### src/i2c_timing_pkg.sv
package i2c_timing_pkg;

    localparam int SCL_HALF_CYCLES = 125;  // 100 MHz in, 400 kHz SCL
    localparam int MID_CYCLE       = 62;   // Strobe point inside a half period
    localparam int SYNC_STAGES     = 2;    // Flops on SCL and SDA inputs

    // Half period counter width
    localparam int HALF_CNT_W = $clog2(SCL_HALF_CYCLES);

endpackage

### src/i2c_bit_if.sv
`timescale 1ns/100ps
interface i2c_bit_if;

    logic run;       // Clock generation enable
    logic low_mid;   // Middle of SCL low
    logic high_mid;  // Middle of SCL high, after SCL seen high
    logic scl_high;  // Synchronized SCL level
    logic scl_pull;  // Pull SCL pad low

    modport timer (input run, output low_mid, high_mid, scl_high, scl_pull);
    modport user  (input low_mid, high_mid, scl_high);
    modport ctrl  (output run);

endinterface

### src/i2c_bit_timer.sv
`timescale 1ns/100ps
module i2c_bit_timer (
    input  logic      i_clk,
    input  logic      reset_n,
    input  logic      scl_line_i,  // SCL as seen on the bus
    i2c_bit_if.timer  bits
);

    logic [i2c_timing_pkg::SYNC_STAGES-1:0] scl_sync;   // SCL synchronizer
    logic [i2c_timing_pkg::HALF_CNT_W-1:0]  half_cnt;   // Cycles into half period
    logic                                   low_phase;  // We hold SCL low
    logic                                   at_mid;
    logic                                   at_end;

    assign bits.scl_high = scl_sync[i2c_timing_pkg::SYNC_STAGES-1];
    assign bits.scl_pull = bits.run && low_phase;  // Released whenever idle

    assign at_mid = (half_cnt == i2c_timing_pkg::MID_CYCLE);
    assign at_end = (half_cnt == i2c_timing_pkg::SCL_HALF_CYCLES - 1);

    assign bits.low_mid  = bits.run && low_phase && at_mid;
    // High strobe only counts once the line is really up
    assign bits.high_mid = bits.run && !low_phase && bits.scl_high && at_mid;

    always_ff @(posedge i_clk or negedge reset_n) begin
        if (!reset_n) begin
            scl_sync  <= '1;
            half_cnt  <= '0;
            low_phase <= 1'b1;
        end else begin
            scl_sync <= {scl_sync[i2c_timing_pkg::SYNC_STAGES-2:0], scl_line_i};
            if (!bits.run) begin
                half_cnt  <= '0;     // Restart so first phase is low
                low_phase <= 1'b1;
            end else if (!low_phase && !bits.scl_high) begin
                half_cnt <= half_cnt;  // Slave stretching holds SCL low after release
            end else if (at_end) begin
                half_cnt  <= '0;
                low_phase <= !low_phase;  // Toggle SCL
            end else begin
                half_cnt <= half_cnt + 1'b1;
            end
        end
    end

    // Low strobe lands while the bus line is really low
    assert property (@(posedge i_clk) disable iff (!reset_n)
        bits.low_mid |-> !bits.scl_high)
        else $error("low_mid fired while SCL line seen high");

endmodule

### src/flat_wrapper.sv
// flat-port wrapper written by rule: the top's interface ports become plain ports
module i2c_bit_timer_flat 
  (i_clk, reset_n, scl_line_i, bits_run, bits_low_mid, bits_high_mid, bits_scl_high, bits_scl_pull);
  i2c_bit_if bits_i ();
  input  logic i_clk;
  input  logic reset_n;
  input  logic scl_line_i;
  input wire logic [$bits(bits_i.run)-1:0] bits_run;
  output wire logic [$bits(bits_i.low_mid)-1:0] bits_low_mid;
  output wire logic [$bits(bits_i.high_mid)-1:0] bits_high_mid;
  output wire logic [$bits(bits_i.scl_high)-1:0] bits_scl_high;
  output wire logic [$bits(bits_i.scl_pull)-1:0] bits_scl_pull;
  assign bits_i.run = bits_run;
  assign bits_low_mid = bits_i.low_mid;
  assign bits_high_mid = bits_i.high_mid;
  assign bits_scl_high = bits_i.scl_high;
  assign bits_scl_pull = bits_i.scl_pull;
  i2c_bit_timer u_core (.i_clk(i_clk), .reset_n(reset_n), .scl_line_i(scl_line_i), .bits(bits_i));
endmodule
### config.mk
export PLATFORM = sky130hd
export DESIGN_NAME = i2c_bit_timer_flat
export DESIGN_NICKNAME = d
export VERILOG_FILES = /design/src/i2c_timing_pkg.sv /design/src/i2c_bit_if.sv /design/src/i2c_bit_timer.sv /design/src/flat_wrapper.sv
export SDC_FILE = /design/constraint.sdc
export NUM_CORES = 1
export LEC_CHECK = 0
export BUFFER_PORTS_ARGS = -buffer_cell sky130_fd_sc_hd__buf_2
export CORE_UTILIZATION = 30
export CTS_BUF_LIST = sky130_fd_sc_hd__clkbuf_4 sky130_fd_sc_hd__clkbuf_8 sky130_fd_sc_hd__clkbuf_16
export DETAILED_ROUTE_END_ITERATION = 10
export SKIP_LAST_GASP = 1
export SLEW_MARGIN = 10
export SYNTH_ARGS = -nofsm -noshare
export SYNTH_HDL_FRONTEND = slang
export SYNTH_SLANG_ARGS = --single-unit
### constraint.sdc
create_clock -name i_clk -period 1.6 [get_ports i_clk]
set_input_delay 0.16 -clock i_clk [delete_from_list [all_inputs] [get_ports i_clk]]
set_output_delay 0.16 -clock i_clk [all_outputs]
set_load 0.005 [all_outputs]
==> results.txt <==
Root Buffer: clkbuf_4
Clk pwr share: 0.383
First-pass DRT Iterations: 4
grt total ovfl: 0
Via Count: 490
WL/cell: 11.4 um
I/O Pins: 8
sequential group share of total power: 0.531
Hold Crit Class: input port to register
Worst Setup Path Type: register to output pin
initial antenna violation count: 0
# fillers: 177
PortBufs: 7
Slew Viols, Final: 0
CTS tree: built
final core utilization: 0.395
Worst path slowest cell: dfrtp_1
Die H: 46.3 um
Die W: 46.3 um
Max-Cap Viols: 0
skew final: 1.73 ps
final setup fails: 0
Sequential Area: 255 sq um
Nets: 79
fmax: 0.652 GHz
area taken by multi-input logic gates: 307 sq um
final worst slack: 65.6 ps
Distinct cells, synth: 26
switching power: 118 uW
Critical path origin: u_core.half_cnt[0]$_DFFE_PN0P_
Ys Warns: 0
Synth Instances: 59
starting DRC count in detailed routing: 9
syn_nets: 66
Seq/Total Area, Yosys: 0.432
Syn Std Cell Area: 588 sq um
die area: 0.00214 sq mm
layout cells sized above 1: 0.268
unrepaired setup endpoints after global routing: yes
LEAKAGE: 0.000290 uW
endpoints failing hold: 0
# H-tree levels: 1
clk_lat worst skew: 260 ps
first-pass GRT wire length: 1790 um
CP top delay family: flip-flops
reg2reg start: u_core.half_cnt[4]$_DFFE_PN0P_
syn avg cell area: 9.97 sq um
Num CTS Buffers: 3
fin crit share: 0.959
Longest Clk Path Bufs: 2
#FFs+latches synth: 10
Slew HR: 0.702
DRC: 0
fin crit period: 1530 ps
switching share of power: 0.228
initial core utilization: 0.330
CP startpoint kind: register
Hold Crit Start: bits_run
CTS Sinks: 10
largest net degree at the start of global routing: 13
core area: 0.00178 sq mm
Reg clk slew, reported paths: 60 ps
combinational share of power: 0.086
Crit path arrival time: 1370 ps
most frequent cells in the layout: nand2_1 (7), buf_2 (7), o21ai_0 (6), dfrtp_1 (6)
status: finished, final reports clean
number of vias per cell: 5.10
Slew @ Worst Pin: 447 ps
critical path buffer and inverter count: 2
crit-path cells: inv_1 -> ha_1 -> nor3b_4 -> and4b_1 -> buf_2
pre-CTS setup slack: 227 ps
number of global-route vias before repair: 397
routed wire length: 1090 um
Crit Path Max Fanout: 4
power per cell area: 733 mW/mm^2
CP peak stage delay: 410 ps
Crit. End Element: output pin
gp weighted congestion: 0.752
Site Rows: 15
GRT Util Overall: 0.124
Final ANT Viol Nets: 0
# diodes: 0
internal power: 399 uW
Worst IR Drop VDD: 0.000364 V
Crit path required time: 1440 ps
area grow syn2layout: 19.8%
==> worst register-to-register path, stage by stage (launching register included) <==
cell and delay (ps):
dfrtp_1 410, nand4_1 190, buf_4 210, or3_1 360, o211a_1 130
==> registers in the layout, indices dropped and copies added (netlist names) <==
register          cells
u_core.scl_sync       2
u_core.low_phase      1
u_core.half_cnt       7
==> area by class of cell <==
cell class                 count  area share
inverter                       3      0.0160
sequential                    10       0.362
clock buffer                   4      0.0426
tap                           25      0.0444
timing repair buffer          11      0.0995
multi-input combinational     43       0.435
==> power groups by stage <==
stage                     sequential [uW]  combinational [uW]  clock (uW)
after global placement                278                37.3           0
after CTS                             274                41.9         205
after floorplan                       277                24.2           0
after detailed placement              279                37.9           0
final                                 274                44.6         198
after global routing                  276                51.4         216
==> metal layers <==
metal / track usage / part of all wire / vias to the layer above
met4: 0.0529 / 0.011 / 0
li1: - / - / 246
met5: 0 / 0 / -
met1: 0.153 / 0.46 / 226
met3: 0.0588 / 0.052 / 2
met2: 0.183 / 0.48 / 16
==> cell families after synthesis <==
kind of cell / after synthesis / synth area share
adders and majority gates: 3 / 0.0638
and+or+nand+nor: 21 / 0.219
AOI/OAI and AO/OA: 19 / 0.219
DFF: 10 / 0.432
buffers and inverters: 6 / 0.0659
==> what timing repair did <==
action                     CTS  global route
resized for setup            1             2
setup buffers                0             1
hold endpoints to repair    11             0
setup endpoints to repair    1             2
hold buffers                 2             0
pin swaps                    0             4
==> cell usage after synthesis <==
library cell	n	share of area
or4_1	1	0.013
nor3_1	1	0.0085
o211ai_1	4	0.051
or3_1	2	0.021
buf_2	1	0.0085
dfrtp_1	7	0.30
o21a_1	1	0.013
and4b_1	1	0.017
o31ai_1	2	0.026
o2111ai_1	2	0.030
nand2_1	7	0.045
o21ai_0	6	0.051
and2_1	2	0.021
nand4_1	1	0.011
o211a_1	1	0.017
dfstp_2	3	0.13
nand2b_1	1	0.011
inv_1	3	0.019
buf_6	2	0.038
nand3_1	2	0.017
nor3b_1	1	0.013
and3_1	1	0.011
nor3b_4	1	0.032
a21oi_1	2	0.017
o311ai_0	1	0.015
ha_1	3	0.064
==> worst paths after layout <==
check / to / slack, ps / depth (start not counted)
max in group asynchronous: u_core.low_phase$_DFFE_PN1P_ / 1070 / 2
min in group asynchronous: u_core.half_cnt[4]$_DFFE_PN0P_ / 280 / 2
worst max-delay path: bits_high_mid / 70 / 5
worst min register to register: u_core.scl_sync[1]$_DFF_PN1_ / 360 / 0
worst max register to register: u_core.half_cnt[6]$_DFFE_PN0P_ / 200 / 4
worst min-delay path: u_core.low_phase$_DFFE_PN1P_ / 200 / 2
==> through the flow <==
stage	instance area (sq um)	instances	total power (uW)	hold slack (ps)	setup TNS [ps]
floorplan	588	59	301	-136	0
global placement	634	89	316	30.2	0
detailed placement	634	89	317	34.6	0
CTS	689	95	521	190	0
global route	704	96	544	209	-77.2
finish	704	96	516	195	0
(Power assumes the default switching activity.)
