===== config.mk =====
export PLATFORM = sky130hd
export DESIGN_NAME = i2c_byte_shifter_flat
export DESIGN_NICKNAME = d
export VERILOG_FILES = /design/src/i2c_timing_pkg.sv /design/src/i2c_proto_pkg.sv /design/src/i2c_shift_if.sv /design/src/i2c_bit_if.sv /design/src/i2c_byte_shifter.sv /design/src/flat_wrapper.sv
export SDC_FILE = /design/constraint.sdc
export NUM_CORES = 1
export LEC_CHECK = 0
export BUFFER_PORTS_ARGS = -buffer_cell sky130_fd_sc_hd__clkbuf_2
export CAP_MARGIN = 20
export CELL_PAD_IN_SITES_DETAIL_PLACEMENT = 0
export CELL_PAD_IN_SITES_GLOBAL_PLACEMENT = 2
export CORE_AREA = 5 5 68 70
export CTS_CLUSTER_SIZE = 30
export DETAILED_ROUTE_END_ITERATION = 6
export DIE_AREA = 0 0 73 75
export GPL_TIMING_DRIVEN = 0
export MAX_ROUTING_LAYER = met4
export PLACE_DENSITY_LB_ADDON = 0.1
export SETUP_SLACK_MARGIN = 0.02
export SYNTH_ARGS = -nofsm -noshare
export SYNTH_HDL_FRONTEND = slang
export SYNTH_SLANG_ARGS = --single-unit

===== constraint.sdc =====
create_clock -name i_clk -period 1.7 [get_ports i_clk]
set_input_delay 0.17 -clock i_clk [delete_from_list [all_inputs] [get_ports i_clk]]
set_output_delay 0.17 -clock i_clk [all_outputs]
set_load 0.01 [all_outputs]

===== src/i2c_timing_pkg.sv =====
package i2c_timing_pkg;

    localparam int SCL_HALF_CYCLES = 125;  // 100 MHz in, 400 kHz SCL
    localparam int MID_CYCLE       = 62;   // Strobe point inside a half period
    localparam int SYNC_STAGES     = 2;    // Flops on SCL and SDA inputs

    // Half period counter width
    localparam int HALF_CNT_W = $clog2(SCL_HALF_CYCLES);

endpackage


===== src/i2c_proto_pkg.sv =====
package i2c_proto_pkg;

    localparam int BYTE_W     = 8;   // Data byte width
    localparam int SUB_ADDR_W = 16;  // Register address width, high byte optional
    localparam int LEN_W      = 8;   // Byte count, 1 to 255

    // Transaction controller states
    typedef enum logic [3:0] {
        IDLE,         // Waiting for host request
        START,        // START condition
        ADDR,         // Slave address with W
        SUB_HI,       // Sub-address high byte, 16-bit mode only
        SUB_LO,       // Sub-address low byte
        RESTART,      // Repeated START before a read
        READ_ADDR,    // Slave address with R
        WRITE_FETCH,  // Ask host for next byte
        WRITE_DATA,   // Send one data byte
        READ_DATA,    // Receive one data byte
        STOP          // STOP condition, then back to idle
    } txn_state_t;

    // Byte shifter operations
    typedef enum logic [1:0] {
        OP_START,     // SDA falls while SCL high
        OP_TX_BYTE,   // 8 bits out, ACK in
        OP_RX_BYTE,   // 8 bits in, ACK or NACK out
        OP_STOP       // SDA rises while SCL high
    } shift_op_t;

endpackage

===== src/i2c_shift_if.sv =====
`timescale 1ns/100ps
interface i2c_shift_if;

    i2c_proto_pkg::shift_op_t           op;           // Operation for next go
    logic                               go;           // Start operation, one cycle
    logic [i2c_proto_pkg::BYTE_W-1:0]   tx_byte;      // Byte to send
    logic                               ack_to_send;  // 1 sends ACK, 0 sends NACK
    logic                               done;         // Operation finished, one cycle
    logic [i2c_proto_pkg::BYTE_W-1:0]   rx_byte;      // Byte received
    logic                               ack_seen;     // Slave answered ACK
    logic                               sda_pull;     // Pull SDA pad low

    modport ctrl (output op, go, tx_byte, ack_to_send,
                  input  done, rx_byte, ack_seen);
    modport shifter (input  op, go, tx_byte, ack_to_send,
                     output done, rx_byte, ack_seen, sda_pull);

endinterface


===== src/i2c_bit_if.sv =====
`timescale 1ns/100ps
interface i2c_bit_if;

    logic run;       // Clock generation enable
    logic low_mid;   // Middle of SCL low
    logic high_mid;  // Middle of SCL high, after SCL seen high
    logic scl_high;  // Synchronized SCL level
    logic scl_pull;  // Pull SCL pad low

    modport timer (input run, output low_mid, high_mid, scl_high, scl_pull);
    modport user  (input low_mid, high_mid, scl_high);
    modport ctrl  (output run);

endinterface


===== src/i2c_byte_shifter.sv =====
`timescale 1ns/100ps
module i2c_byte_shifter (
    input  logic          i_clk,
    input  logic          reset_n,
    input  logic          sda_line_i,  // SDA as seen on the bus
    i2c_bit_if.user       bits,
    i2c_shift_if.shifter  sh
);

    logic [i2c_timing_pkg::SYNC_STAGES-1:0] sda_sync;   // SDA synchronizer
    logic                                   sda_in;
    logic                                   active;     // Operation pending
    i2c_proto_pkg::shift_op_t               op_q;
    logic [3:0]                             bit_cnt;    // 0..7 data, 8 ACK slot
    logic [i2c_proto_pkg::BYTE_W-1:0]       sr;         // Shared TX and RX shifter
    logic                                   is_cond;
    logic                                   ack_slot;
    logic                                   last_slot;

    assign sda_in    = sda_sync[i2c_timing_pkg::SYNC_STAGES-1];
    assign is_cond   = (op_q == i2c_proto_pkg::OP_START) || (op_q == i2c_proto_pkg::OP_STOP);
    assign ack_slot  = (bit_cnt == 4'(i2c_proto_pkg::BYTE_W));
    assign last_slot = is_cond || ack_slot;  // START and STOP take one SCL period
    assign sh.rx_byte = sr;

    always_ff @(posedge i_clk or negedge reset_n) begin
        if (!reset_n) begin
            sda_sync    <= '1;
            active      <= 1'b0;
            op_q        <= i2c_proto_pkg::OP_START;
            bit_cnt     <= '0;
            sr          <= '0;
            sh.done     <= 1'b0;
            sh.ack_seen <= 1'b0;
            sh.sda_pull <= 1'b0;
        end else begin
            sda_sync <= {sda_sync[i2c_timing_pkg::SYNC_STAGES-2:0], sda_line_i};
            sh.done  <= 1'b0;
            if (sh.go && !active) begin
                active  <= 1'b1;
                op_q    <= sh.op;
                bit_cnt <= '0;
                sr      <= sh.tx_byte;
            end else if (active && bits.low_mid) begin  // SDA moves only here for data
                case (op_q)
                    i2c_proto_pkg::OP_START: sh.sda_pull <= 1'b0;  // SDA high first
                    i2c_proto_pkg::OP_STOP:  sh.sda_pull <= 1'b1;  // SDA low first
                    i2c_proto_pkg::OP_TX_BYTE: begin
                        if (ack_slot) begin
                            sh.sda_pull <= 1'b0;  // Let slave drive ACK
                        end else begin
                            sh.sda_pull <= !sr[i2c_proto_pkg::BYTE_W-1];  // MSB first
                            sr <= {sr[i2c_proto_pkg::BYTE_W-2:0], 1'b0};
                        end
                    end
                    default: sh.sda_pull <= ack_slot && sh.ack_to_send;  // Receive
                endcase
            end else if (active && bits.high_mid) begin
                if (op_q == i2c_proto_pkg::OP_START)
                    sh.sda_pull <= 1'b1;  // Falling SDA, START
                if (op_q == i2c_proto_pkg::OP_STOP)
                    sh.sda_pull <= 1'b0;  // Rising SDA, STOP
                if (op_q == i2c_proto_pkg::OP_TX_BYTE && ack_slot)
                    sh.ack_seen <= !sda_in;  // Low means ACK
                if (op_q == i2c_proto_pkg::OP_RX_BYTE && !ack_slot)
                    sr <= {sr[i2c_proto_pkg::BYTE_W-2:0], sda_in};
                if (last_slot) begin
                    active  <= 1'b0;
                    sh.done <= 1'b1;  // Cycle after last high_mid
                end else begin
                    bit_cnt <= bit_cnt + 1'b1;
                end
            end
        end
    end

    // Data stays stable while SCL is high, only START and STOP break that
    assert property (@(posedge i_clk) disable iff (!reset_n)
        (bits.scl_high && $changed(sh.sda_pull)) |-> is_cond)
        else $error("SDA changed while SCL high outside START/STOP");

endmodule


===== src/flat_wrapper.sv =====
// flat-port wrapper written by rule: the top's interface ports become plain ports
module i2c_byte_shifter_flat 
  (i_clk, reset_n, sda_line_i, bits_low_mid, bits_high_mid, bits_scl_high, sh_op, sh_go, sh_tx_byte, sh_ack_to_send, sh_done, sh_rx_byte, sh_ack_seen, sh_sda_pull);
  i2c_bit_if bits_i ();
  i2c_shift_if sh_i ();
  input  logic i_clk;
  input  logic reset_n;
  input  logic sda_line_i;
  input wire logic [$bits(bits_i.low_mid)-1:0] bits_low_mid;
  input wire logic [$bits(bits_i.high_mid)-1:0] bits_high_mid;
  input wire logic [$bits(bits_i.scl_high)-1:0] bits_scl_high;
  input wire logic [$bits(sh_i.op)-1:0] sh_op;
  input wire logic [$bits(sh_i.go)-1:0] sh_go;
  input wire logic [$bits(sh_i.tx_byte)-1:0] sh_tx_byte;
  input wire logic [$bits(sh_i.ack_to_send)-1:0] sh_ack_to_send;
  output wire logic [$bits(sh_i.done)-1:0] sh_done;
  output wire logic [$bits(sh_i.rx_byte)-1:0] sh_rx_byte;
  output wire logic [$bits(sh_i.ack_seen)-1:0] sh_ack_seen;
  output wire logic [$bits(sh_i.sda_pull)-1:0] sh_sda_pull;
  assign bits_i.low_mid = bits_low_mid;
  assign bits_i.high_mid = bits_high_mid;
  assign bits_i.scl_high = bits_scl_high;
  assign sh_i.op = sh_op;
  assign sh_i.go = sh_go;
  assign sh_i.tx_byte = sh_tx_byte;
  assign sh_i.ack_to_send = sh_ack_to_send;
  assign sh_done = sh_i.done;
  assign sh_rx_byte = sh_i.rx_byte;
  assign sh_ack_seen = sh_i.ack_seen;
  assign sh_sda_pull = sh_i.sda_pull;
  i2c_byte_shifter u_core (.i_clk(i_clk), .reset_n(reset_n), .sda_line_i(sda_line_i), .bits(bits_i), .sh(sh_i));
endmodule

==> results of run 1 <==
-- what timing repair did --
action | 4_1_cts | 5_1_grt
endpoints found under the setup margin | 8 | 8
hold buffers | 2 | 0
gates resized for setup | 2 | 13
hold endpoints to repair | 19 | 0
cloned | 0 | 0
pin swaps | 2 | 3
setup buffers | 6 | 2
-- how the worst max path moves through the flow --
stage,startpoint,endpoint,slack [ns],depth (start not counted)
floorplan,u_core.bit_cnt[0],u_core.sh.rx_byte[0],0.02,6
global placement,u_core.bit_cnt[0],u_core.sh.rx_byte[2],-0.16,6
detailed placement,u_core.bit_cnt[0],u_core.sh.rx_byte[1],-0.17,6
CTS,u_core.op_q[1],u_core.sh.rx_byte[1],0.03,6
global route,u_core.bit_cnt[0],u_core.sh.rx_byte[4],0.02,7
finish,u_core.op_q[1],u_core.sh.rx_byte[2],0.04,6
-- cells in the mapped netlist --
| master | number |
|---|---|
| nand2_1 | 25 |
| dfrtp_1 | 18 |
| inv_1 | 8 |
| mux2_2 | 8 |
| o21ai_0 | 8 |
| ha_1 | 7 |
| nand3_1 | 4 |
| nor2_1 | 4 |
| a21oi_1 | 2 |
| clkbuf_1 | 2 |
| dfstp_2 | 2 |
| nand3b_1 | 2 |
| nand4_1 | 2 |
| o31ai_1 | 2 |
| a221oi_2 | 1 |
| a31oi_4 | 1 |
| a41o_1 | 1 |
| and3b_1 | 1 |
| buf_2 | 1 |
| mux2i_1 | 1 |
| nand2b_1 | 1 |
| nand3b_4 | 1 |
| nor2b_1 | 1 |
| o211ai_1 | 1 |
| o32ai_1 | 1 |
| o41ai_1 | 1 |
| xor2_1 | 1 |
-- stage by stage --
step,total power [W],std cells
after floorplan,0.00141,107
after global placement,0.00168,184
after detailed placement,0.00170,184
after CTS,0.00231,196
after global routing,0.00260,198
final,0.00241,198
-- state kept, by name, summed over array words and instances, names as in the netlist --
register and count:
u_core.sh.rx_byte 8, u_core.sh.ack_seen 1, u_core.sh.sda_pull 1, u_core.bit_cnt 4
u_core.active 1, u_core.sh.done 1, u_core.sda_sync 2, u_core.op_q 2
-- final cells by class --
type | count | area share
clock inverter | 1 | 0.0202
buffer | 3 | 0.00842
clock buffer | 3 | 0.0278
tap | 50 | 0.0421
inverter | 8 | 0.0202
sequential | 20 | 0.339
timing repair buffer | 37 | 0.153
multi-input combinational | 76 | 0.389
-- power by group --
part	internal, W	total [W]	switching [W]	leakage (nW)
clock network	0.000314	0.000485	0.000170	0.0357
logic	0.000595	0.00116	0.000570	0.460
registers	0.000642	0.000765	0.000122	0.252
total	0.00155	0.00241	0.000862	0.748
-- worst min-delay path, stage by stage --
cell and delay, ns:
clkbuf_2 0.07, nand2_1 0.03, o21ai_0 0.05
-- logic make-up (layout without fill, tap and decap cells) --
group	count (synthesis)	in the layout	share of synthesized area
compound gates	18	18	0.127
xor+xnor	1	1	0.00814
fa+ha+maj	7	7	0.0814
buf+inv	11	52	0.0395
flops	20	20	0.467
mux	9	9	0.0930
simple gates	41	41	0.184
-- metal layers --
| metal | part of all wire | track usage |
|---|---|---|
| met1 | 0.48 | 0.136 |
| met2 | 0.46 | 0.146 |
| met3 | 0.049 | 0.0267 |
| met4 | 0.014 | 0.0410 |
| met5 | 0 | - |
==> run metrics, run 1 <==
Tightest Hold Check Type=in2reg; critical path's slowest cell=dfrtp_1; H-tree depth=1; Synth area leaders=dfrtp_1, nand2_1, mux2_2; Leak=0.748 nW; Die Footprint=5480 um2; crit-path max FO=8; Die Width=73 um; Root Driver=clkbuf_8; 1st-pass router iterations=3; Crit. End Element=register; Min-Delay Path Depth=3; final core occ=0.379; reg2reg setup slack=0.04 ns; worst clock skew=0.00245 ns; sequential area share after synthesis=0.467; drt initial violations=26; FMAX=603 MHz; vias in the first global route=862; unrepaired setup endpoints after global routing=true; worst-margin pin slew=0.530 ns; hold path start=sh_op[0]; capturing point of the worst reg2reg path=u_core.sh.rx_byte[2]; Net Count, Synth=132; CP delay by family, top=flip-flops; Clock Tree Buf Depth=2; Crit path buffers/inverters=2; pre-CTS setup slack=-0.174 ns; Vias=908; status=finished, final reports clean; Post-Syn Area=1080 um2; setup TNS=0 ns; DRT antenna net count=0; Finish-stage setup viols=0; reg-to-reg startpoint=u_core.op_q[1]; GR Overflow Total=0; PD cells=1630 nW/um2; FF-to-FF path depth=6; # fillers=422; area grow syn2layout=38.0%; placed wire-length estimate=1900 um; WP data required=1.85 ns; n_diodes=0; initial antenna violation count=0; first-pass GRT wire length=4120 um; drt drc=0; Seq. cell area=503 um2; Hold Fails Final Rpt=0; Rel. slew slack=0.647; CTS clock-pin slew for the worst setup and hold paths=0.08 ns; placed inst area=1270 um2; Die Ht=75 um; critical path data arrival time=1.81 ns; Ports=29; routability congestion estimate=0.690; critical path's largest stage delay=0.39 ns; Worst Setup Start Kind=register; Setup WS post-layout=0.0427 ns; CTS tree=built; VDD IR-drop max=446 uV; Yosys reg bits=20; Syn Inst Count=107; Netlist cell types=27; IO Port Bufs=27; Num CTS Buffers=3; Yosys warning count=0; final instance area=1490 um2; Worst-Skew Late Latency=0.26 ns; Syn Area/Cell=10.1 um2; area share of the leading cell type in the synthesized netlist=0.419; Core Region=3910 um2; wire length per cell=13.4 um; Total GRT Usage=0.102; share of cells above drive strength 1=0.399; Worst Setup Path Type=reg2reg; WHS=0.108 ns; Tcrit/Tclk final=0.975; vias per cell=4.59; CTS sink count=20; commonest non-fill, non-tap cells in the layout=clkbuf_2, nand2_1, dfrtp_1, mux2_4, o21ai_0; Slew Viols, Final=0; # nets final=174; area taken by multi-input logic gates=578 um2; pin count of the biggest net entering global routing=21; most common cell after layout, fill and taps aside=clkbuf_2; Hold EP=u_core.op_q[0]; CP Cell Sequence=buf_4 > ha_2 > a221oi_2 > a31oi_4 > buf_12 > mux2_4; min cycle time layout=1.66 ns; Initial Utilization=0.275; Max Cap Violations=0; FP Rows=23; Post-Route WL=2660 um; area leader, netlist=dfrtp_1
No activity file was read; power rests on OpenSTA's default activity.
==> inputs of run 2 (changes only) <==
Settings changed: CORE_AREA 5 5 68 70 to 5 5 65 67, DIE_AREA 0 0 73 75 to 0 0 70 72.
Clock period 1.7 ns to 1.67 ns, I/O delays scaled along.
==> run 2 against run 1 <==
Effect of this change:
- the run now ends with setup timing left
- critical path depth up 1
- largest cell class unchanged
- total power down 1.2%
- worst hold slack got worse by 0.052 ns
- clock skew increased by 0.0063 ns
- design area shrank 1.3%
- register-to-register slack worse by 0.04 ns
- utilization rose by 3.0 points
- via count down 0.88%
- first-iteration DRC count rose by 73%
==> run metrics, run 2 (synthesis results as in run 1) <==
Slew Viols, Final=0 (unchanged); Worst Setup Path Type=reg2reg; reg2reg setup slack=-0.0006 ns (-0.04 ns); vias per cell=4.62 (+0.64%); Leak=0.744 nW (-0.53%); status=complete, but fails checks; first-pass GRT wire length=4500 um (+9.2%); Total GRT Usage=0.115 (+0.0136); FP Rows=22 (-4.3%); unrepaired setup endpoints after global routing=true; Top Layer Used=met4; Ports=29 (unchanged); PD cells=1630 nW/um2 (+0.16%); vias in the first global route=928 (+7.7%); drt drc=0 (unchanged); CTS tree=built; Crit. End Element=register; H-tree depth=1 (unchanged); Worst-Skew Late Latency=0.31 ns (+0.05 ns); Tcrit/Tclk final=1.00 (+0.0255); Setup WS post-layout=-0.000569 ns (-0.0433 ns); VDD IR-drop max=566 uV (+27%); worst-margin pin slew=0.524 ns (-0.00564 ns); Post-Route WL=2580 um (-3.1%); Worst Setup Start Kind=register; Clock Tree Buf Depth=2 (unchanged); Hold Fails Final Rpt=0 (unchanged); commonest non-fill, non-tap cells in the layout=clkbuf_2, nand2_1, dfrtp_1; share of cells above drive strength 1=0.367 (-0.0313); Core Region=3580 um2 (-8.6%); DRT antenna net count=0 (unchanged); Root Driver=clkbuf_4; wire length per cell=13.2 um (-1.6%); Min-Delay Path Depth=3 (unchanged); GR Overflow Total=0 (unchanged); Tightest Hold Check Type=in2reg; crit-path max FO=8 (unchanged); Die Width=70 um (-4.1%); n_diodes=0 (unchanged); Vias=900 (-0.88%); drt initial violations=45 (+73%); area grow syn2layout=36.2%; IO Port Bufs=27 (unchanged); Initial Utilization=0.301 (+0.0258); metal1 wirelength=1200 um (-5.5%); Die Footprint=5040 um2 (-7.9%); FF-to-FF path depth=7 (+1); routability congestion estimate=0.707 (+2.4%); WHS=0.0566 ns (-0.0517 ns); 1st-pass router iterations=3 (unchanged); FMAX=599 MHz (-0.79%); met3 wire len=125 um (-3.8%); placed wire-length estimate=1790 um (-5.8%); min cycle time layout=1.67 ns (+0.0133 ns); failing checks=setup timing; Largest register FFs=8 (unchanged); CTS clock-pin slew for the worst setup and hold paths=0.13 ns (+0.05 ns); worst clock skew=0.00878 ns (+0.00633 ns); most common cell after layout, fill and taps aside=clkbuf_2; CTS sink count=20 (unchanged); pre-CTS setup slack=-0.202 ns (-0.0286 ns); Num CTS Buffers=3 (unchanged); critical path data arrival time=1.88 ns (+0.07 ns); pin count of the biggest net entering global routing=21 (unchanged); Die Ht=72 um (-4.0%); Finish-stage setup viols=1 (+1); Max Cap Violations=0 (unchanged); initial antenna violation count=0 (unchanged); Rel. slew slack=0.651 (+0.00376); # nets final=173 (-0.57%); met2 routed WL=1230 um (about the same); WP data required=1.88 ns (+0.03 ns)
==> run 2: cell count changes in the layout (fill, tap and decap cells not counted) <==
cell,previous run,this run
buf_4,7,6
inv_2,3,0
a221oi_4,0,1
inv_1,5,8
a221oi_2,1,0
clkbuf_8,3,0
clkbuf_4,0,3
ha_2,2,1
ha_1,4,5
==> run 2: what timing repair did <==
item                                    CTS  global route
pin swaps                                 4             0
endpoints found under the hold margin    19             0
setup buffers                             7             0
resized for setup                        12             0
endpoints found under the setup margin    8             8
hold buffers                              2             0
==> run 2: worst paths after layout <==
| kind | startpoint | to |
|---|---|---|
| worst max-delay path | u_core.bit_cnt[1] | u_core.sh.rx_byte[6] |
| worst min-delay path | sh_op[0] | u_core.op_q[0] |
| worst max register to register | u_core.bit_cnt[1] | u_core.sh.rx_byte[6] |
| worst min register to register | u_core.sda_sync[0] | u_core.sda_sync[1] |
| max in group asynchronous | reset_n | u_core.sda_sync[1] |
| min in group asynchronous | reset_n | u_core.bit_cnt[0] |
==> run 2: stage by stage <==
stage	util	power (W)	TNS (ns)	cells	area, um2
floorplan	-	0.00143	-0.0564	107	1080
global placement	0.355	0.00172	-1.49	182	1270
detailed placement	0.355	0.00173	-1.54	182	1270
CTS	0.409	0.00242	0	195	1470
global route	0.409	0.00258	-0.511	195	1470
finish	0.409	0.00239	-0.000569	195	1470
==> run 2: layout make-up <==
type                       count  area, um2
fill                         381       2110
multi-input combinational     76        587
sequential                    20        503
timing repair buffer          36        220
tap                           48       60.1
clock inverter                 1       30.0
inverter                       8       30.0
clock buffer                   3       22.5
buffer                         3       12.5
==> run 2: power breakdown <==
group | internal (W) | switching [W] | total, W
Clock | 0.000243 | 0.000164 | 0.000406
Sequential | 0.000652 | 0.000113 | 0.000766
Combinational | 0.000616 | 0.000597 | 0.00121
Total | 0.00151 | 0.000874 | 0.00239
==> run 2: per-layer routing <==
metal | vias up | GRT usage
li1 | 446 | -
met1 | 432 | 0.143
met2 | 18 | 0.179
met3 | 4 | 0.0402
met4 | 0 | 0.0319
met5 | - | -
==> run 2: critical path, stage by stage (launching register included) <==
cell,delay (ns)
dfrtp_1,0.37
inv_1,0.05
ha_2,0.19
nand3b_4,0.10
nand4_1,0.14
a31oi_4,0.25
buf_12,0.16
mux2_4,0.30
