--- src/i2c_proto_pkg.sv ---
package i2c_proto_pkg;

    localparam int BYTE_W     = 8;   // Data byte width
    localparam int SUB_ADDR_W = 16;  // Register address width, high byte optional
    localparam int LEN_W      = 8;   // Byte count, 1 to 255

    // Transaction controller states
    typedef enum logic [3:0] {
        IDLE,         // Waiting for host request
        START,        // START condition
        ADDR,         // Slave address with W
        SUB_HI,       // Sub-address high byte, 16-bit mode only
        SUB_LO,       // Sub-address low byte
        RESTART,      // Repeated START before a read
        READ_ADDR,    // Slave address with R
        WRITE_FETCH,  // Ask host for next byte
        WRITE_DATA,   // Send one data byte
        READ_DATA,    // Receive one data byte
        STOP          // STOP condition, then back to idle
    } txn_state_t;

    // Byte shifter operations
    typedef enum logic [1:0] {
        OP_START,     // SDA falls while SCL high
        OP_TX_BYTE,   // 8 bits out, ACK in
        OP_RX_BYTE,   // 8 bits in, ACK or NACK out
        OP_STOP       // SDA rises while SCL high
    } shift_op_t;

endpackage
--- src/i2c_shift_if.sv ---
`timescale 1ns/100ps
interface i2c_shift_if;

    i2c_proto_pkg::shift_op_t           op;           // Operation for next go
    logic                               go;           // Start operation, one cycle
    logic [i2c_proto_pkg::BYTE_W-1:0]   tx_byte;      // Byte to send
    logic                               ack_to_send;  // 1 sends ACK, 0 sends NACK
    logic                               done;         // Operation finished, one cycle
    logic [i2c_proto_pkg::BYTE_W-1:0]   rx_byte;      // Byte received
    logic                               ack_seen;     // Slave answered ACK
    logic                               sda_pull;     // Pull SDA pad low

    modport ctrl (output op, go, tx_byte, ack_to_send,
                  input  done, rx_byte, ack_seen);
    modport shifter (input  op, go, tx_byte, ack_to_send,
                     output done, rx_byte, ack_seen, sda_pull);

endinterface

--- src/i2c_bit_if.sv ---
`timescale 1ns/100ps
interface i2c_bit_if;

    logic run;       // Clock generation enable
    logic low_mid;   // Middle of SCL low
    logic high_mid;  // Middle of SCL high, after SCL seen high
    logic scl_high;  // Synchronized SCL level
    logic scl_pull;  // Pull SCL pad low

    modport timer (input run, output low_mid, high_mid, scl_high, scl_pull);
    modport user  (input low_mid, high_mid, scl_high);
    modport ctrl  (output run);

endinterface

--- src/i2c_txn_ctrl.sv ---
`timescale 1ns/100ps
module i2c_txn_ctrl (
    input  logic                                 i_clk,
    input  logic                                 reset_n,
    input  logic                                 req_trans_i,   // Accepted in IDLE only
    input  logic [6:0]                           addr_i,        // 7-bit slave address
    input  logic                                 rw_i,          // 1 reads
    input  logic [i2c_proto_pkg::SUB_ADDR_W-1:0] sub_addr_i,
    input  logic                                 sub_len_i,     // 1 uses 16-bit sub-address
    input  logic [i2c_proto_pkg::LEN_W-1:0]      byte_len_i,    // 1 to 255
    input  logic [i2c_proto_pkg::BYTE_W-1:0]     data_write_i,
    output logic [i2c_proto_pkg::BYTE_W-1:0]     data_out_o,
    output logic                                 rd_valid_o,
    output logic                                 wr_req_o,
    output logic                                 busy_o,
    output logic                                 nack_o,
    i2c_bit_if.ctrl                              bits,
    i2c_shift_if.ctrl                            sh
);

    i2c_proto_pkg::txn_state_t               state;
    logic [1:0]                              step;      // Issue and wait or fetch sequence
    logic [i2c_proto_pkg::LEN_W-1:0]         byte_cnt;  // Bytes finished
    logic [6:0]                              addr_q;
    logic                                    rw_q;
    logic [i2c_proto_pkg::SUB_ADDR_W-1:0]    sub_q;
    logic                                    sub_len_q;
    logic [i2c_proto_pkg::LEN_W-1:0]         len_q;
    logic [i2c_proto_pkg::BYTE_W-1:0]        wdata_q;
    logic                                    accept;
    logic                                    last_byte;
    logic                                    fetch_cap;
    logic                                    rd_done;

    assign accept    = (state == i2c_proto_pkg::IDLE) && req_trans_i;
    assign last_byte = (byte_cnt == len_q - 1'b1);
    assign fetch_cap = (state == i2c_proto_pkg::WRITE_FETCH) && (step == 2'd2);
    assign rd_done   = (state == i2c_proto_pkg::READ_DATA) && sh.done;

    assign sh.ack_to_send = !last_byte;  // NACK ends the read

    // Shifter latches opcode and byte on go
    always_comb begin
        case (state)
            i2c_proto_pkg::START,
            i2c_proto_pkg::RESTART:   sh.op = i2c_proto_pkg::OP_START;
            i2c_proto_pkg::STOP:      sh.op = i2c_proto_pkg::OP_STOP;
            i2c_proto_pkg::READ_DATA: sh.op = i2c_proto_pkg::OP_RX_BYTE;
            default:                  sh.op = i2c_proto_pkg::OP_TX_BYTE;
        endcase
        case (state)
            i2c_proto_pkg::ADDR:      sh.tx_byte = {addr_q, 1'b0};  // W
            i2c_proto_pkg::READ_ADDR: sh.tx_byte = {addr_q, 1'b1};  // R
            i2c_proto_pkg::SUB_HI:
                sh.tx_byte = sub_q[i2c_proto_pkg::SUB_ADDR_W-1:i2c_proto_pkg::BYTE_W];
            i2c_proto_pkg::SUB_LO:    sh.tx_byte = sub_q[i2c_proto_pkg::BYTE_W-1:0];
            default:                  sh.tx_byte = wdata_q;
        endcase
    end

    always_ff @(posedge i_clk or negedge reset_n) begin
        if (!reset_n) begin
            state      <= i2c_proto_pkg::IDLE;
            step       <= '0;
            byte_cnt   <= '0;
            busy_o     <= 1'b0;
            nack_o     <= 1'b0;
            wr_req_o   <= 1'b0;
            rd_valid_o <= 1'b0;
            sh.go      <= 1'b0;
            bits.run   <= 1'b0;
        end else begin
            sh.go      <= 1'b0;
            wr_req_o   <= 1'b0;
            rd_valid_o <= 1'b0;
            case (state)
                i2c_proto_pkg::IDLE: begin
                    if (accept) begin
                        busy_o   <= 1'b1;
                        nack_o   <= 1'b0;  // Cleared by new request
                        bits.run <= 1'b1;  // SCL starts with a low phase
                        byte_cnt <= '0;
                        step     <= '0;
                        state    <= i2c_proto_pkg::START;
                    end
                end
                i2c_proto_pkg::WRITE_FETCH: begin
                    step     <= step + 1'b1;
                    wr_req_o <= (step == 2'd0);  // One-cycle request
                    if (step == 2'd2) begin  // Byte captured this cycle
                        step  <= '0;
                        state <= i2c_proto_pkg::WRITE_DATA;
                    end
                end
                default: begin
                    if (step == 2'd0) begin
                        sh.go <= 1'b1;  // Shifter idle here
                        step  <= 2'd1;
                    end else if (sh.done) begin
                        step <= '0;
                        case (state)
                            i2c_proto_pkg::START: state <= i2c_proto_pkg::ADDR;
                            i2c_proto_pkg::ADDR:
                                state <= sub_len_q ? i2c_proto_pkg::SUB_HI
                                                   : i2c_proto_pkg::SUB_LO;
                            i2c_proto_pkg::SUB_HI: state <= i2c_proto_pkg::SUB_LO;
                            i2c_proto_pkg::SUB_LO:
                                state <= rw_q ? i2c_proto_pkg::RESTART
                                              : i2c_proto_pkg::WRITE_FETCH;
                            i2c_proto_pkg::RESTART:   state <= i2c_proto_pkg::READ_ADDR;
                            i2c_proto_pkg::READ_ADDR: state <= i2c_proto_pkg::READ_DATA;
                            i2c_proto_pkg::WRITE_DATA: begin
                                byte_cnt <= byte_cnt + 1'b1;
                                state    <= last_byte ? i2c_proto_pkg::STOP
                                                      : i2c_proto_pkg::WRITE_FETCH;
                            end
                            i2c_proto_pkg::READ_DATA: begin
                                rd_valid_o <= 1'b1;
                                byte_cnt   <= byte_cnt + 1'b1;
                                state      <= last_byte ? i2c_proto_pkg::STOP
                                                        : i2c_proto_pkg::READ_DATA;
                            end
                            default: begin  // STOP finished
                                bits.run <= 1'b0;
                                busy_o   <= 1'b0;
                                state    <= i2c_proto_pkg::IDLE;
                            end
                        endcase
                        // Slave NACK on any sent byte aborts
                        if (sh.op == i2c_proto_pkg::OP_TX_BYTE && !sh.ack_seen) begin
                            nack_o <= 1'b1;
                            state  <= i2c_proto_pkg::STOP;
                        end
                    end
                end
            endcase
        end
    end

    always_ff @(posedge i_clk) begin
        if (accept) begin
            addr_q    <= addr_i;
            rw_q      <= rw_i;
            sub_q     <= sub_addr_i;
            sub_len_q <= sub_len_i;
            len_q     <= byte_len_i;
        end
        if (fetch_cap)
            wdata_q <= data_write_i;  // Two cycles after wr_req_o
        if (rd_done)
            data_out_o <= sh.rx_byte;  // Same edge as rd_valid_o
    end

    // Each done answers exactly one go that is still waiting
    assert property (@(posedge i_clk) disable iff (!reset_n) sh.done |-> (step == 2'd1))
        else $error("shifter done without a pending operation");

endmodule

--- src/flat_wrapper.sv ---
// flat-port wrapper written by rule: the top's interface ports become plain ports
module i2c_txn_ctrl_flat 
  (i_clk, reset_n, req_trans_i, addr_i, rw_i, sub_addr_i, sub_len_i, byte_len_i, data_write_i, data_out_o, rd_valid_o, wr_req_o, busy_o, nack_o, bits_run, sh_op, sh_go, sh_tx_byte, sh_ack_to_send, sh_done, sh_rx_byte, sh_ack_seen);
  i2c_bit_if bits_i ();
  i2c_shift_if sh_i ();
  input  logic i_clk;
  input  logic reset_n;
  input  logic req_trans_i;
  input  logic [6:0] addr_i;
  input  logic rw_i;
  input  logic [i2c_proto_pkg::SUB_ADDR_W-1:0] sub_addr_i;
  input  logic sub_len_i;
  input  logic [i2c_proto_pkg::LEN_W-1:0] byte_len_i;
  input  logic [i2c_proto_pkg::BYTE_W-1:0] data_write_i;
  output logic [i2c_proto_pkg::BYTE_W-1:0] data_out_o;
  output logic rd_valid_o;
  output logic wr_req_o;
  output logic busy_o;
  output logic nack_o;
  output wire logic [$bits(bits_i.run)-1:0] bits_run;
  output wire logic [$bits(sh_i.op)-1:0] sh_op;
  output wire logic [$bits(sh_i.go)-1:0] sh_go;
  output wire logic [$bits(sh_i.tx_byte)-1:0] sh_tx_byte;
  output wire logic [$bits(sh_i.ack_to_send)-1:0] sh_ack_to_send;
  input wire logic [$bits(sh_i.done)-1:0] sh_done;
  input wire logic [$bits(sh_i.rx_byte)-1:0] sh_rx_byte;
  input wire logic [$bits(sh_i.ack_seen)-1:0] sh_ack_seen;
  assign bits_run = bits_i.run;
  assign sh_op = sh_i.op;
  assign sh_go = sh_i.go;
  assign sh_tx_byte = sh_i.tx_byte;
  assign sh_ack_to_send = sh_i.ack_to_send;
  assign sh_i.done = sh_done;
  assign sh_i.rx_byte = sh_rx_byte;
  assign sh_i.ack_seen = sh_ack_seen;
  i2c_txn_ctrl u_core (.i_clk(i_clk), .reset_n(reset_n), .req_trans_i(req_trans_i), .addr_i(addr_i), .rw_i(rw_i), .sub_addr_i(sub_addr_i), .sub_len_i(sub_len_i), .byte_len_i(byte_len_i), .data_write_i(data_write_i), .data_out_o(data_out_o), .rd_valid_o(rd_valid_o), .wr_req_o(wr_req_o), .busy_o(busy_o), .nack_o(nack_o), .bits(bits_i), .sh(sh_i));
endmodule
--- config.mk ---
export PLATFORM = sky130hd
export DESIGN_NAME = i2c_txn_ctrl_flat
export DESIGN_NICKNAME = d
export VERILOG_FILES = /design/src/i2c_proto_pkg.sv /design/src/i2c_shift_if.sv /design/src/i2c_bit_if.sv /design/src/i2c_txn_ctrl.sv /design/src/flat_wrapper.sv
export SDC_FILE = /design/constraint.sdc
export NUM_CORES = 1
export LEC_CHECK = 0
export BUFFER_PORTS_ARGS = -buffer_cell sky130_fd_sc_hd__buf_2
export CORE_ASPECT_RATIO = 1.75
export CORE_MARGIN = 3
export CORE_UTILIZATION = 45
export CTS_BUF_LIST = sky130_fd_sc_hd__clkbuf_4 sky130_fd_sc_hd__clkbuf_8 sky130_fd_sc_hd__clkbuf_16
export CTS_CLUSTER_DIAMETER = 30
export CTS_CLUSTER_SIZE = 8
export DETAILED_ROUTE_END_ITERATION = 6
export PLACE_DENSITY = 0.77
export SYNTH_ARGS = -nofsm -noshare
export SYNTH_HDL_FRONTEND = slang
export SYNTH_SLANG_ARGS = --single-unit
--- constraint.sdc ---
create_clock -name i_clk -period 5.8 [get_ports i_clk]
set_input_delay 0 -clock i_clk [delete_from_list [all_inputs] [get_ports i_clk]]
set_output_delay 0 -clock i_clk [all_outputs]
set_load 0.02 [all_outputs]
==> results of run 1 <==
[power breakdown]
group	internal (W)	switching, W
combinational	0.000248	0.000378
clock	0.000332	0.000185
sequential	0.000616	0.000126
[worst min-delay path, delay by kind of cell]
kind | cells | cell delay (ns)
AND/OR/NAND/NOR | 1 | 0.12
AO/OA/AOI/OAI | 1 | 0.13
buffers and inverters | 1 | 0.10
[flip-flops by register name, indices dropped and copies added, names as in the netlist]
| register | flops |
|---|---|
| u_core.sub_q | 16 |
| u_core.byte_cnt | 8 |
| u_core.data_out_o | 8 |
| u_core.len_q | 8 |
| u_core.wdata_q | 8 |
| u_core.addr_q | 7 |
| u_core.state | 4 |
| u_core.step | 2 |
| u_core.busy_o | 1 |
| u_core.nack_o | 1 |
| u_core.rd_valid_o | 1 |
| u_core.rw_q | 1 |
| u_core.sh.go | 1 |
| u_core.sub_len_q | 1 |
| u_core.wr_req_o | 1 |
[area by class of cell]
cell class | instances | area share [%]
repair buffers | 128 | 20.1
clock buffers | 10 | 5.26
multi-input cells | 181 | 26.1
flip-flops and latches | 68 | 44.0
well taps | 84 | 2.38
clock inverters | 6 | 1.25
inverters | 10 | 0.849
[per-stage QoR]
stage	total power [W]	worst slack, ns	hold slack [ns]
2_1_floorplan	0.00118	2.95	-0.296
5_1_grt	0.00200	2.37	0.106
3_5_place_dp	0.00134	2.67	-0.0300
4_1_cts	0.00189	2.66	0.0771
6_report	0.00189	2.64	0.0734
3_3_place_gp	0.00133	2.82	-0.0367
[routing by layer]
layer  GRT usage, %  vias up  wire length [µm]
li1               -     1262                 -
met4           9.47        0               257
met5              0        -                 0
met2           39.2       83              4500
met3           4.87       18               368
met1           20.6     1245              2810
[kinds of logic (layout without fill, tap and decap cells)]
kind of cell | Yosys count | in the layout | share of synthesized area (%)
AOI/OAI and AO/OA | 70 | 70 | 15.4
buffers and inverters | 28 | 154 | 3.47
and+or+nand+nor | 93 | 93 | 15.0
adders and majority gates | 2 | 2 | 0.779
xor gates and xnor gates | 16 | 16 | 4.79
DFF | 68 | 68 | 60.6
[layout by cell type, fill, tap and decap left out, types with 5 or more instances in the layout]
cell type,instances
sky130_fd_sc_hd__buf_2,78
sky130_fd_sc_hd__dlygate4sd3_1,50
sky130_fd_sc_hd__edfxtp_1,49
sky130_fd_sc_hd__nand2_1,30
sky130_fd_sc_hd__nor2_1,25
sky130_fd_sc_hd__dfrtp_1,19
sky130_fd_sc_hd__a21oi_1,18
sky130_fd_sc_hd__xor2_1,12
sky130_fd_sc_hd__o21ai_1,10
sky130_fd_sc_hd__inv_1,9
sky130_fd_sc_hd__clkbuf_16,9
sky130_fd_sc_hd__a22oi_1,7
sky130_fd_sc_hd__o221ai_1,7
sky130_fd_sc_hd__nand2b_1,6
sky130_fd_sc_hd__o21ai_0,5
sky130_fd_sc_hd__nand4_1,5
[worst min path at each step]
| stage | from | end | slack, ns | cells after the start |
|---|---|---|---|---|
| 3_3_place_gp | reset_n | u_core.byte_cnt[7] | -0.04 | 1 |
| 5_1_grt | sh_done | u_core.rd_valid_o | 0.11 | 3 |
| 3_5_place_dp | reset_n | u_core.byte_cnt[7] | -0.03 | 1 |
| 2_1_floorplan | reset_n | u_core.busy_o | -0.30 | 0 |
| 4_1_cts | sh_done | u_core.rd_valid_o | 0.08 | 3 |
| 6_report | sh_done | u_core.rd_valid_o | 0.07 | 3 |
==> results.env, run 1 <==
FINALSETUPVIOLATIONS=0
SYNTH_TOP_AREA_SHARE_PCT=45.8
ROUTEDWLPERCELL_UM=16.3
ROUTED-VIA-COUNT=2608
CRITICAL_PATH.SLOWEST_CELL='sky130_fd_sc_hd__and2_2'
GLOBAL_ROUTE.USAGE.TOTAL_PCT=20.7
DRC=0
INSTANCES_NO_FILL=487
NUM-FILL-CELLS=509
TIMING.CRITICAL_PATH.FROM_TYPE='flop'
CLOCK_TREE.HTREE_LEVEL_COUNT=3
TIGHTESTPINTRANSITION_NS=1.32
CRIT_START='u_core.state[2]'
SYNTH_ENABLE_FLOP_CELLS=49
POST-ROUTE-PERIOD-UTIL_PCT=54.5
HOLDCRITPATHCLASS='in -> reg'
MAPPEDNETLISTNETS=333
OUTCOME='complete, no violations'
ROUTED_WL_MM=7.94
DIEAREA_MM2=0.00822
FINALNETCOUNT=454
NUMBER_OF_BUFFERS_AND_INVERTERS_ON_THE_CRITICAL_PATH=0
SYNTH.DISTINCT_CELLS=57
WORST_EP_REQUIRED_TIME_NS=6.07
MAX_CAP_VIOL_COUNT=0
PLACE_HPWL_MM=4.97
ANTENNA_CELLS_INSERTED=0
MULTI_INPUT_AREA_MM2=0.00115
CTS.PATH.MAX_BUFFERS=2
SETUP.REG_TO_REG.WORST_SLACK_NS=2.64
NUMPORTBUFFERS=78
WORST-ENDPOINT-ARRIVAL_NS=3.43
PLACEMENT.CELL_AREA_MM2=0.00363
SYNTH_AREA_PER_CELL_UM2=11.6
CTS_TREE='yes'
CLK_PIN_SLEW_WORST_PATHS_NS=0.05
MAPPEDNETLISTAREA_MM2=0.00321
DR.PASS1.ITERS=4
DRT_ITER0_DRC=117
FLOORPLAN.IO_PINS=79
CLOCK_SINKS=68
CELL_PWR_DENSITY_mW_PER_MM2=427
SYNTHESIS.YOSYS.WARNINGS=0
WORST_CLOCK_SKEW_NS=0.00346
CRIT_FAMILY='simple AND/OR/NAND/NOR gates'
SYNTH_FF_TYPE='sky130_fd_sc_hd__edfxtp_1'
PATH_CELLS='nor4_2 -> and2_2 -> o21ai_1 -> nand2b_1 -> a2bb2oi_1 -> a21bo_1'
ELEMENT_TYPE_AT_THE_CRITICAL_PATH_END='flop'
LAYOUT.AREA.SEQ_MM2=0.00195
FINAL_ANTENNA_NET_COUNT=0
SYNTH.FF_LATCH_COUNT=68
YOSYS.AREA.TOP_TYPE='sky130_fd_sc_hd__edfxtp_1'
NUMBER_OF_GLOBAL_ROUTE_VIAS_BEFORE_REPAIR=2743
PLACE.GP.CONGESTION=0.875
RESIZED_GATES_AFTER_CTS=0
TIMING.SETUP.CRITICAL_PATH_CLASS='reg -> reg'
TIMING.CRITICAL_PATH.FANOUT_MAX=47
GR-TOTAL-OVERFLOW=0
POWER.STATIC_LEAKAGE_nW=1.85
DIE_Y_UM=118
FINAL_MAX_SLEW_VIOL_COUNT=0
WORSTREGTOREGCELLS=6
GRT_START_MAX_NET_PINS=48
VDD_IR_DROP_MAX_uV=379
CTS_SETUP_BUFFERS=0
TOTALNEGATIVESETUPSLACK_NS=0
SETUP_REPAIR_AFTER_GLOBAL_ROUTING_MISSED_ITS_MARGIN='no'
SETUP.WORST_PATH.END='u_core.state[1]'
VIAS_PER_STD_CELL=5.36
FP.DIEW_UM=69.9
MIN_PERIOD_NS=3.16
HOLD_VIOL_FINAL=0
WIRE_LENGTH_OF_THE_FIRST_GLOBAL_ROUTING_PASS_MM=13.2
CRIT-REG2REG-LAUNCH='u_core.state[2]'
CLKLATENCYLATEPIN_NS=0.33
CTS_BUFFERS=9
PLACED_CELLS=421
PLACEABLECOREAREA_MM2=0.00691
ROOT_BUFFER='sky130_fd_sc_hd__clkbuf_16'
POSTSYNTH.ASYNCRESETSHARE_PCT=27.9
FLOW.AREA_GROWTH_FROM_SYNTHESIS_PCT=37.7
MAX_FREQ_MHz=316
ANTENNA_FOUND_INITIAL=0
MAX_STAGE_DELAY_NS=0.92
SYNTH_AREA_LEADERS='sky130_fd_sc_hd__edfxtp_1 46%, sky130_fd_sc_hd__dfrtp_1 15%, sky130_fd_sc_hd__nand2_1 3.5%'
SYNTH.TOP_CELLS.BY_COUNT='49 x sky130_fd_sc_hd__edfxtp_1, 30 x sky130_fd_sc_hd__nand2_1, 25 x sky130_fd_sc_hd__nor2_1'
SEQUENTIAL_SHARE_OF_THE_SYNTHESIZED_AREA_PCT=60.6
RELSLEWSLACK_PCT=11.8
NUM_ROWS=40
CTS_HOLD_BUFFERS=50
REG_TO_REG_END='u_core.state[1]'
DRIVE_GT1_SHARE_PCT=26.3
SYNTH_MOST_COMMON_CELL='sky130_fd_sc_hd__edfxtp_1'
FLOORPLAN.INITIALDENSITY_PCT=46.5
POST-ROUTE-UTIL_PCT=64.0
LAYOUT.CELL_AREA.NON_FILLER_MM2=0.00442
CRITICAL_PATH_CELL_COUNT=6
SYNTHCELLS=277
Power figures use the tool's default switching activity.
==> run 2, diff against run 1 <==
--- a/config.mk
+++ b/config.mk
@@ -5,6 +5,7 @@
 export SDC_FILE = /design/constraint.sdc
 export NUM_CORES = 1
 export LEC_CHECK = 0
+export ABC_AREA = 1
 export BUFFER_PORTS_ARGS = -buffer_cell sky130_fd_sc_hd__buf_2
 export CORE_ASPECT_RATIO = 1.75
 export CORE_MARGIN = 3
@@ -13,7 +14,7 @@
 export CTS_CLUSTER_DIAMETER = 30
 export CTS_CLUSTER_SIZE = 8
 export DETAILED_ROUTE_END_ITERATION = 6
-export PLACE_DENSITY = 0.77
+export PLACE_DENSITY = 0.8
 export SYNTH_ARGS = -nofsm -noshare
 export SYNTH_HDL_FRONTEND = slang
 export SYNTH_SLANG_ARGS = --single-unit
==> constraint.sdc (replaced) <==
create_clock -name i_clk -period 2.8 [get_ports i_clk]
set_input_delay 0 -clock i_clk [delete_from_list [all_inputs] [get_ports i_clk]]
set_output_delay 0 -clock i_clk [all_outputs]
set_load 0.02 [all_outputs]
==> results.env, run 2 <==
FLOORPLAN.IO_PINS=79
TIMING.HOLD.WORST_PATH_DEPTH=4
TOTALNEGATIVESETUPSLACK_NS=0
GLOBAL_ROUTE.USAGE.TOTAL_PCT=21.9
PLACE.GP.CONGESTION=0.905
GRT_START_MAX_NET_PINS=36
POWER.STATIC_LEAKAGE_nW=2.01
SYNTH-SIMPLE-AREA-SHARE_PCT=25.5
SETUP_REPAIR_AFTER_GLOBAL_ROUTING_MISSED_ITS_MARGIN='no'
DIEAREA_MM2=0.00807
CLKLATENCYLATEPIN_NS=0.33
VDD_IR_DROP_MAX_uV=626
MAX_FREQ_MHz=436
NUM_ROWS=39
POSTSYNTH.ASYNCRESETSHARE_PCT=27.9
SYNTH_MOST_COMMON_CELL='sky130_fd_sc_hd__nand2_1'
MOSTFREQUENTLAYOUTCELLS='91 x sky130_fd_sc_hd__nand2_1, 78 x sky130_fd_sc_hd__buf_2, 51 x sky130_fd_sc_hd__dlygate4sd3_1, 49 x sky130_fd_sc_hd__edfxtp_1, 42 x sky130_fd_sc_hd__nor2_1'
OUTCOME='complete, no violations'
DIE_Y_UM=117
ROOT_BUFFER='sky130_fd_sc_hd__clkbuf_16'
NUMPORTBUFFERS=78
CLK_PIN_SLEW_WORST_PATHS_NS=0.06
TIMING.CRITICAL_PATH.FANOUT_MAX=9
WORST_EP_REQUIRED_TIME_NS=2.80
YOSYS.AREA.TOP_TYPE='sky130_fd_sc_hd__edfxtp_1'
CLOCK_SINKS=68
TIMING.CRITICAL_PATH.FROM_TYPE='flop'
FLOORPLAN.INITIALDENSITY_PCT=47.4
CRIT_FAMILY='simple AND/OR/NAND/NOR gates'
FINAL_MAX_SLEW_VIOL_COUNT=0
FINALNETCOUNT=525
SYNTH_AREA_IN_COMPOUND_GATES_PCT=4.14
SYNTHESIS.YOSYS.WARNINGS=0
HOLDCRITPATHCLASS='in -> reg'
MET3_WIRELENGTH_UM=322
SYNTH.TOP_CELLS.BY_COUNT='91 x sky130_fd_sc_hd__nand2_1, 49 x sky130_fd_sc_hd__edfxtp_1, 42 x sky130_fd_sc_hd__nor2_1'
PRECTSSETUPSLACK_NS=0.677
CTS_BUFFERS=9
POST-ROUTE-PERIOD-UTIL_PCT=82.0
SETUP.REG_TO_REG.WORST_SLACK_NS=0.67
FINALWORSTSETUPSLACK_NS=0.505
FINALSETUPVIOLATIONS=0
TIMING.SETUP.CRITICAL_PATH_CLASS='reg -> out'
ROUTED-VIA-COUNT=2754
FINAL_ANTENNA_NET_COUNT=0
ROUTED_WL_MM=8.31
MET1_LENGTH_MM=2.73
CRIT-REG2REG-LAUNCH='u_core.state[3]'
WORSTREGTOREGCELLS=14
REGMOSTFLOPS='u_core.sub_q'
FP.DIEW_UM=69.2
ROUTEDWLPERCELL_UM=14.9
TIGHTESTPINTRANSITION_NS=0.690
WIRE_LENGTH_OF_THE_FIRST_GLOBAL_ROUTING_PASS_MM=13.3
CTS_SETUP_BUFFERS=0
REG_TO_REG_END='u_core.byte_cnt[3]'
PLACEABLECOREAREA_MM2=0.00664
FLOW.AREA_GROWTH_FROM_SYNTHESIS_PCT=40.7
HOLD_VIOL_FINAL=0
SYNTH_AREA_PER_CELL_UM2=9.62
CTS_TREE='yes'
HOLDCRITSTARTPOINT='sh_ack_seen'
SYNTH.FF_LATCH_COUNT=68
ELEMENT_TYPE_AT_THE_CRITICAL_PATH_END='output pin'
NUMBER_OF_BUFFERS_AND_INVERTERS_ON_THE_CRITICAL_PATH=4
VIAS_PER_STD_CELL=4.95
SYNTH_ENABLE_FLOP_CELLS=49
PATH_COMMON_CELL='sky130_fd_sc_hd__nor2_1'
DRC=0
ANTENNA_FOUND_INITIAL=0
RELSLEWSLACK_PCT=53.8
MIN_PERIOD_NS=2.30
WORST-ENDPOINT-ARRIVAL_NS=2.30
MET2_LENGTH_MM=4.89
SYNTHCELLS=327
LARGEST_REGISTER_FF_COUNT=16
YOSYS-MUX-AREA-FRACTION_PCT=0
CELL_PWR_DENSITY_mW_PER_MM2=866
DRIVE_GT1_SHARE_PCT=23.0
SYNTH.DISTINCT_CELLS=27
SYNTH_AREA_LEADERS='sky130_fd_sc_hd__edfxtp_1 47%, sky130_fd_sc_hd__dfrtp_1 15%, sky130_fd_sc_hd__nand2_1 11%'
CTS.PATH.MAX_BUFFERS=2
MAPPEDNETLISTNETS=383
ADDER_CELL_SHARE_OF_THE_SYNTHESIZED_AREA_PCT=0.796
CRITICAL_PATH.SLOWEST_CELL='sky130_fd_sc_hd__nor2_1'
WORSTHOLDENDPOINT='u_core.state[1]'
DR.PASS1.ITERS=4
FINAL_COMMON_CELL='sky130_fd_sc_hd__nand2_1'
DRT_ITER0_DRC=155
MAX_STAGE_DELAY_NS=0.46
ANTENNA_CELLS_INSERTED=0
GR-TOTAL-OVERFLOW=0
SEQUENTIAL_SHARE_OF_THE_SYNTHESIZED_AREA_PCT=61.9
SYNTH_FF_TYPE='sky130_fd_sc_hd__edfxtp_1'
NUMBER_OF_GLOBAL_ROUTE_VIAS_BEFORE_REPAIR=2996
SYNTH_TOP_FAMILY_BY_AREA='simple AND/OR/NAND/NOR gates'
SYNTHXORXNORAREAFRAC_PCT=1.67
MAX_CAP_VIOL_COUNT=0
HIGHEST-SIGNAL-LAYER='met4'
SYNTH_TOP_AREA_SHARE_PCT=46.8
MAPPEDNETLISTAREA_MM2=0.00314
PATH_CELLS='nor2_1 -> inv_1 -> nor2_1 -> buf_4 -> nor2_1 -> inv_1 -> nor2_1 -> nand2_1 -> nand4_1 -> buf_2'
CLOCK_TREE.HTREE_LEVEL_COUNT=3
WORST_CLOCK_SKEW_NS=0.00593
PLACE_HPWL_MM=5.67
-- run 2: cell types whose count changed after synthesis, moves of 5 or more --
cell	previous run	this run
sky130_fd_sc_hd__nand3_1	2	21
sky130_fd_sc_hd__xor2_1	12	5
sky130_fd_sc_hd__inv_1	9	41
sky130_fd_sc_hd__nand4_1	5	11
sky130_fd_sc_hd__a21oi_1	18	6
sky130_fd_sc_hd__nor2_1	25	42
sky130_fd_sc_hd__a22oi_1	7	0
sky130_fd_sc_hd__o21ai_1	10	5
sky130_fd_sc_hd__o221ai_1	7	1
sky130_fd_sc_hd__nand2b_1	6	0
sky130_fd_sc_hd__nand2_1	30	91
sky130_fd_sc_hd__clkbuf_1	14	0
-- run 2: cell families (layout without fill, tap and decap cells) --
logic type / after synthesis / count (layout)
buf+inv: 47 / 194
flops: 68 / 68
xor+xnor: 6 / 6
compound gates: 23 / 23
simple gates: 181 / 181
fa+ha+maj: 2 / 2
-- run 2: worst max path at each step --
stage | cells after the start | to | start
after floorplan | 5 | u_core.addr_q[0] | u_core.state[0]
final | 10 | sh_tx_byte[1] | u_core.state[0]
after global placement | 14 | u_core.byte_cnt[2] | u_core.state[3]
after CTS | 10 | sh_tx_byte[1] | u_core.state[0]
after detailed placement | 14 | u_core.byte_cnt[3] | u_core.state[3]
after global routing | 10 | sh_tx_byte[4] | u_core.state[0]
-- run 2: layout make-up --
type	count	area [µm²]
fillers	530	2210
well taps	82	103
multi-input cells	212	1010
repair buffers	133	931
flip-flops and latches	68	1950
clock buffers	10	233
clock inverters	6	31.3
inverters	45	169
-- run 2: timing repair --
action                    CTS  global route
hold buffers               51             0
hold endpoints to repair   69             0
gates resized for setup     0             0
-- run 2: where the power goes --
| group | leakage (nW) | switching, W | internal, W |
|---|---|---|---|
| sequential | 0.693 | 0.000148 | 0.00130 |
| combinational | 1.20 | 0.000938 | 0.000452 |
| clock | 0.124 | 0.000391 | 0.000597 |
-- run 2: layer usage --
metal	vias to the layer above	GRT usage, %
met3	28	5.08
met5	-	0
met2	72	44.1
met1	1294	18.7
met4	0	13.8
li1	1360	-
-- run 2: worst register-to-register path: cells and delay by family, from the launching register on --
family	cells	cell delay (ns)
buf+inv	3	0.26
flops	1	0.40
simple gates	10	1.30
compound gates	1	0.04
-- run 2: stage by stage --
step	instances	cell area, µm²	utilization, %	hold slack [ns]	power (W)
floorplan	327	3140	-	-0.296	0.00238
global placement	489	3650	55.0	-0.0363	0.00276
detailed placement	489	3650	55.0	-0.0329	0.00279
CTS	556	4420	66.6	0.0599	0.00383
global route	556	4420	66.6	0.0959	0.00409
finish	556	4420	66.6	0.0535	0.00383
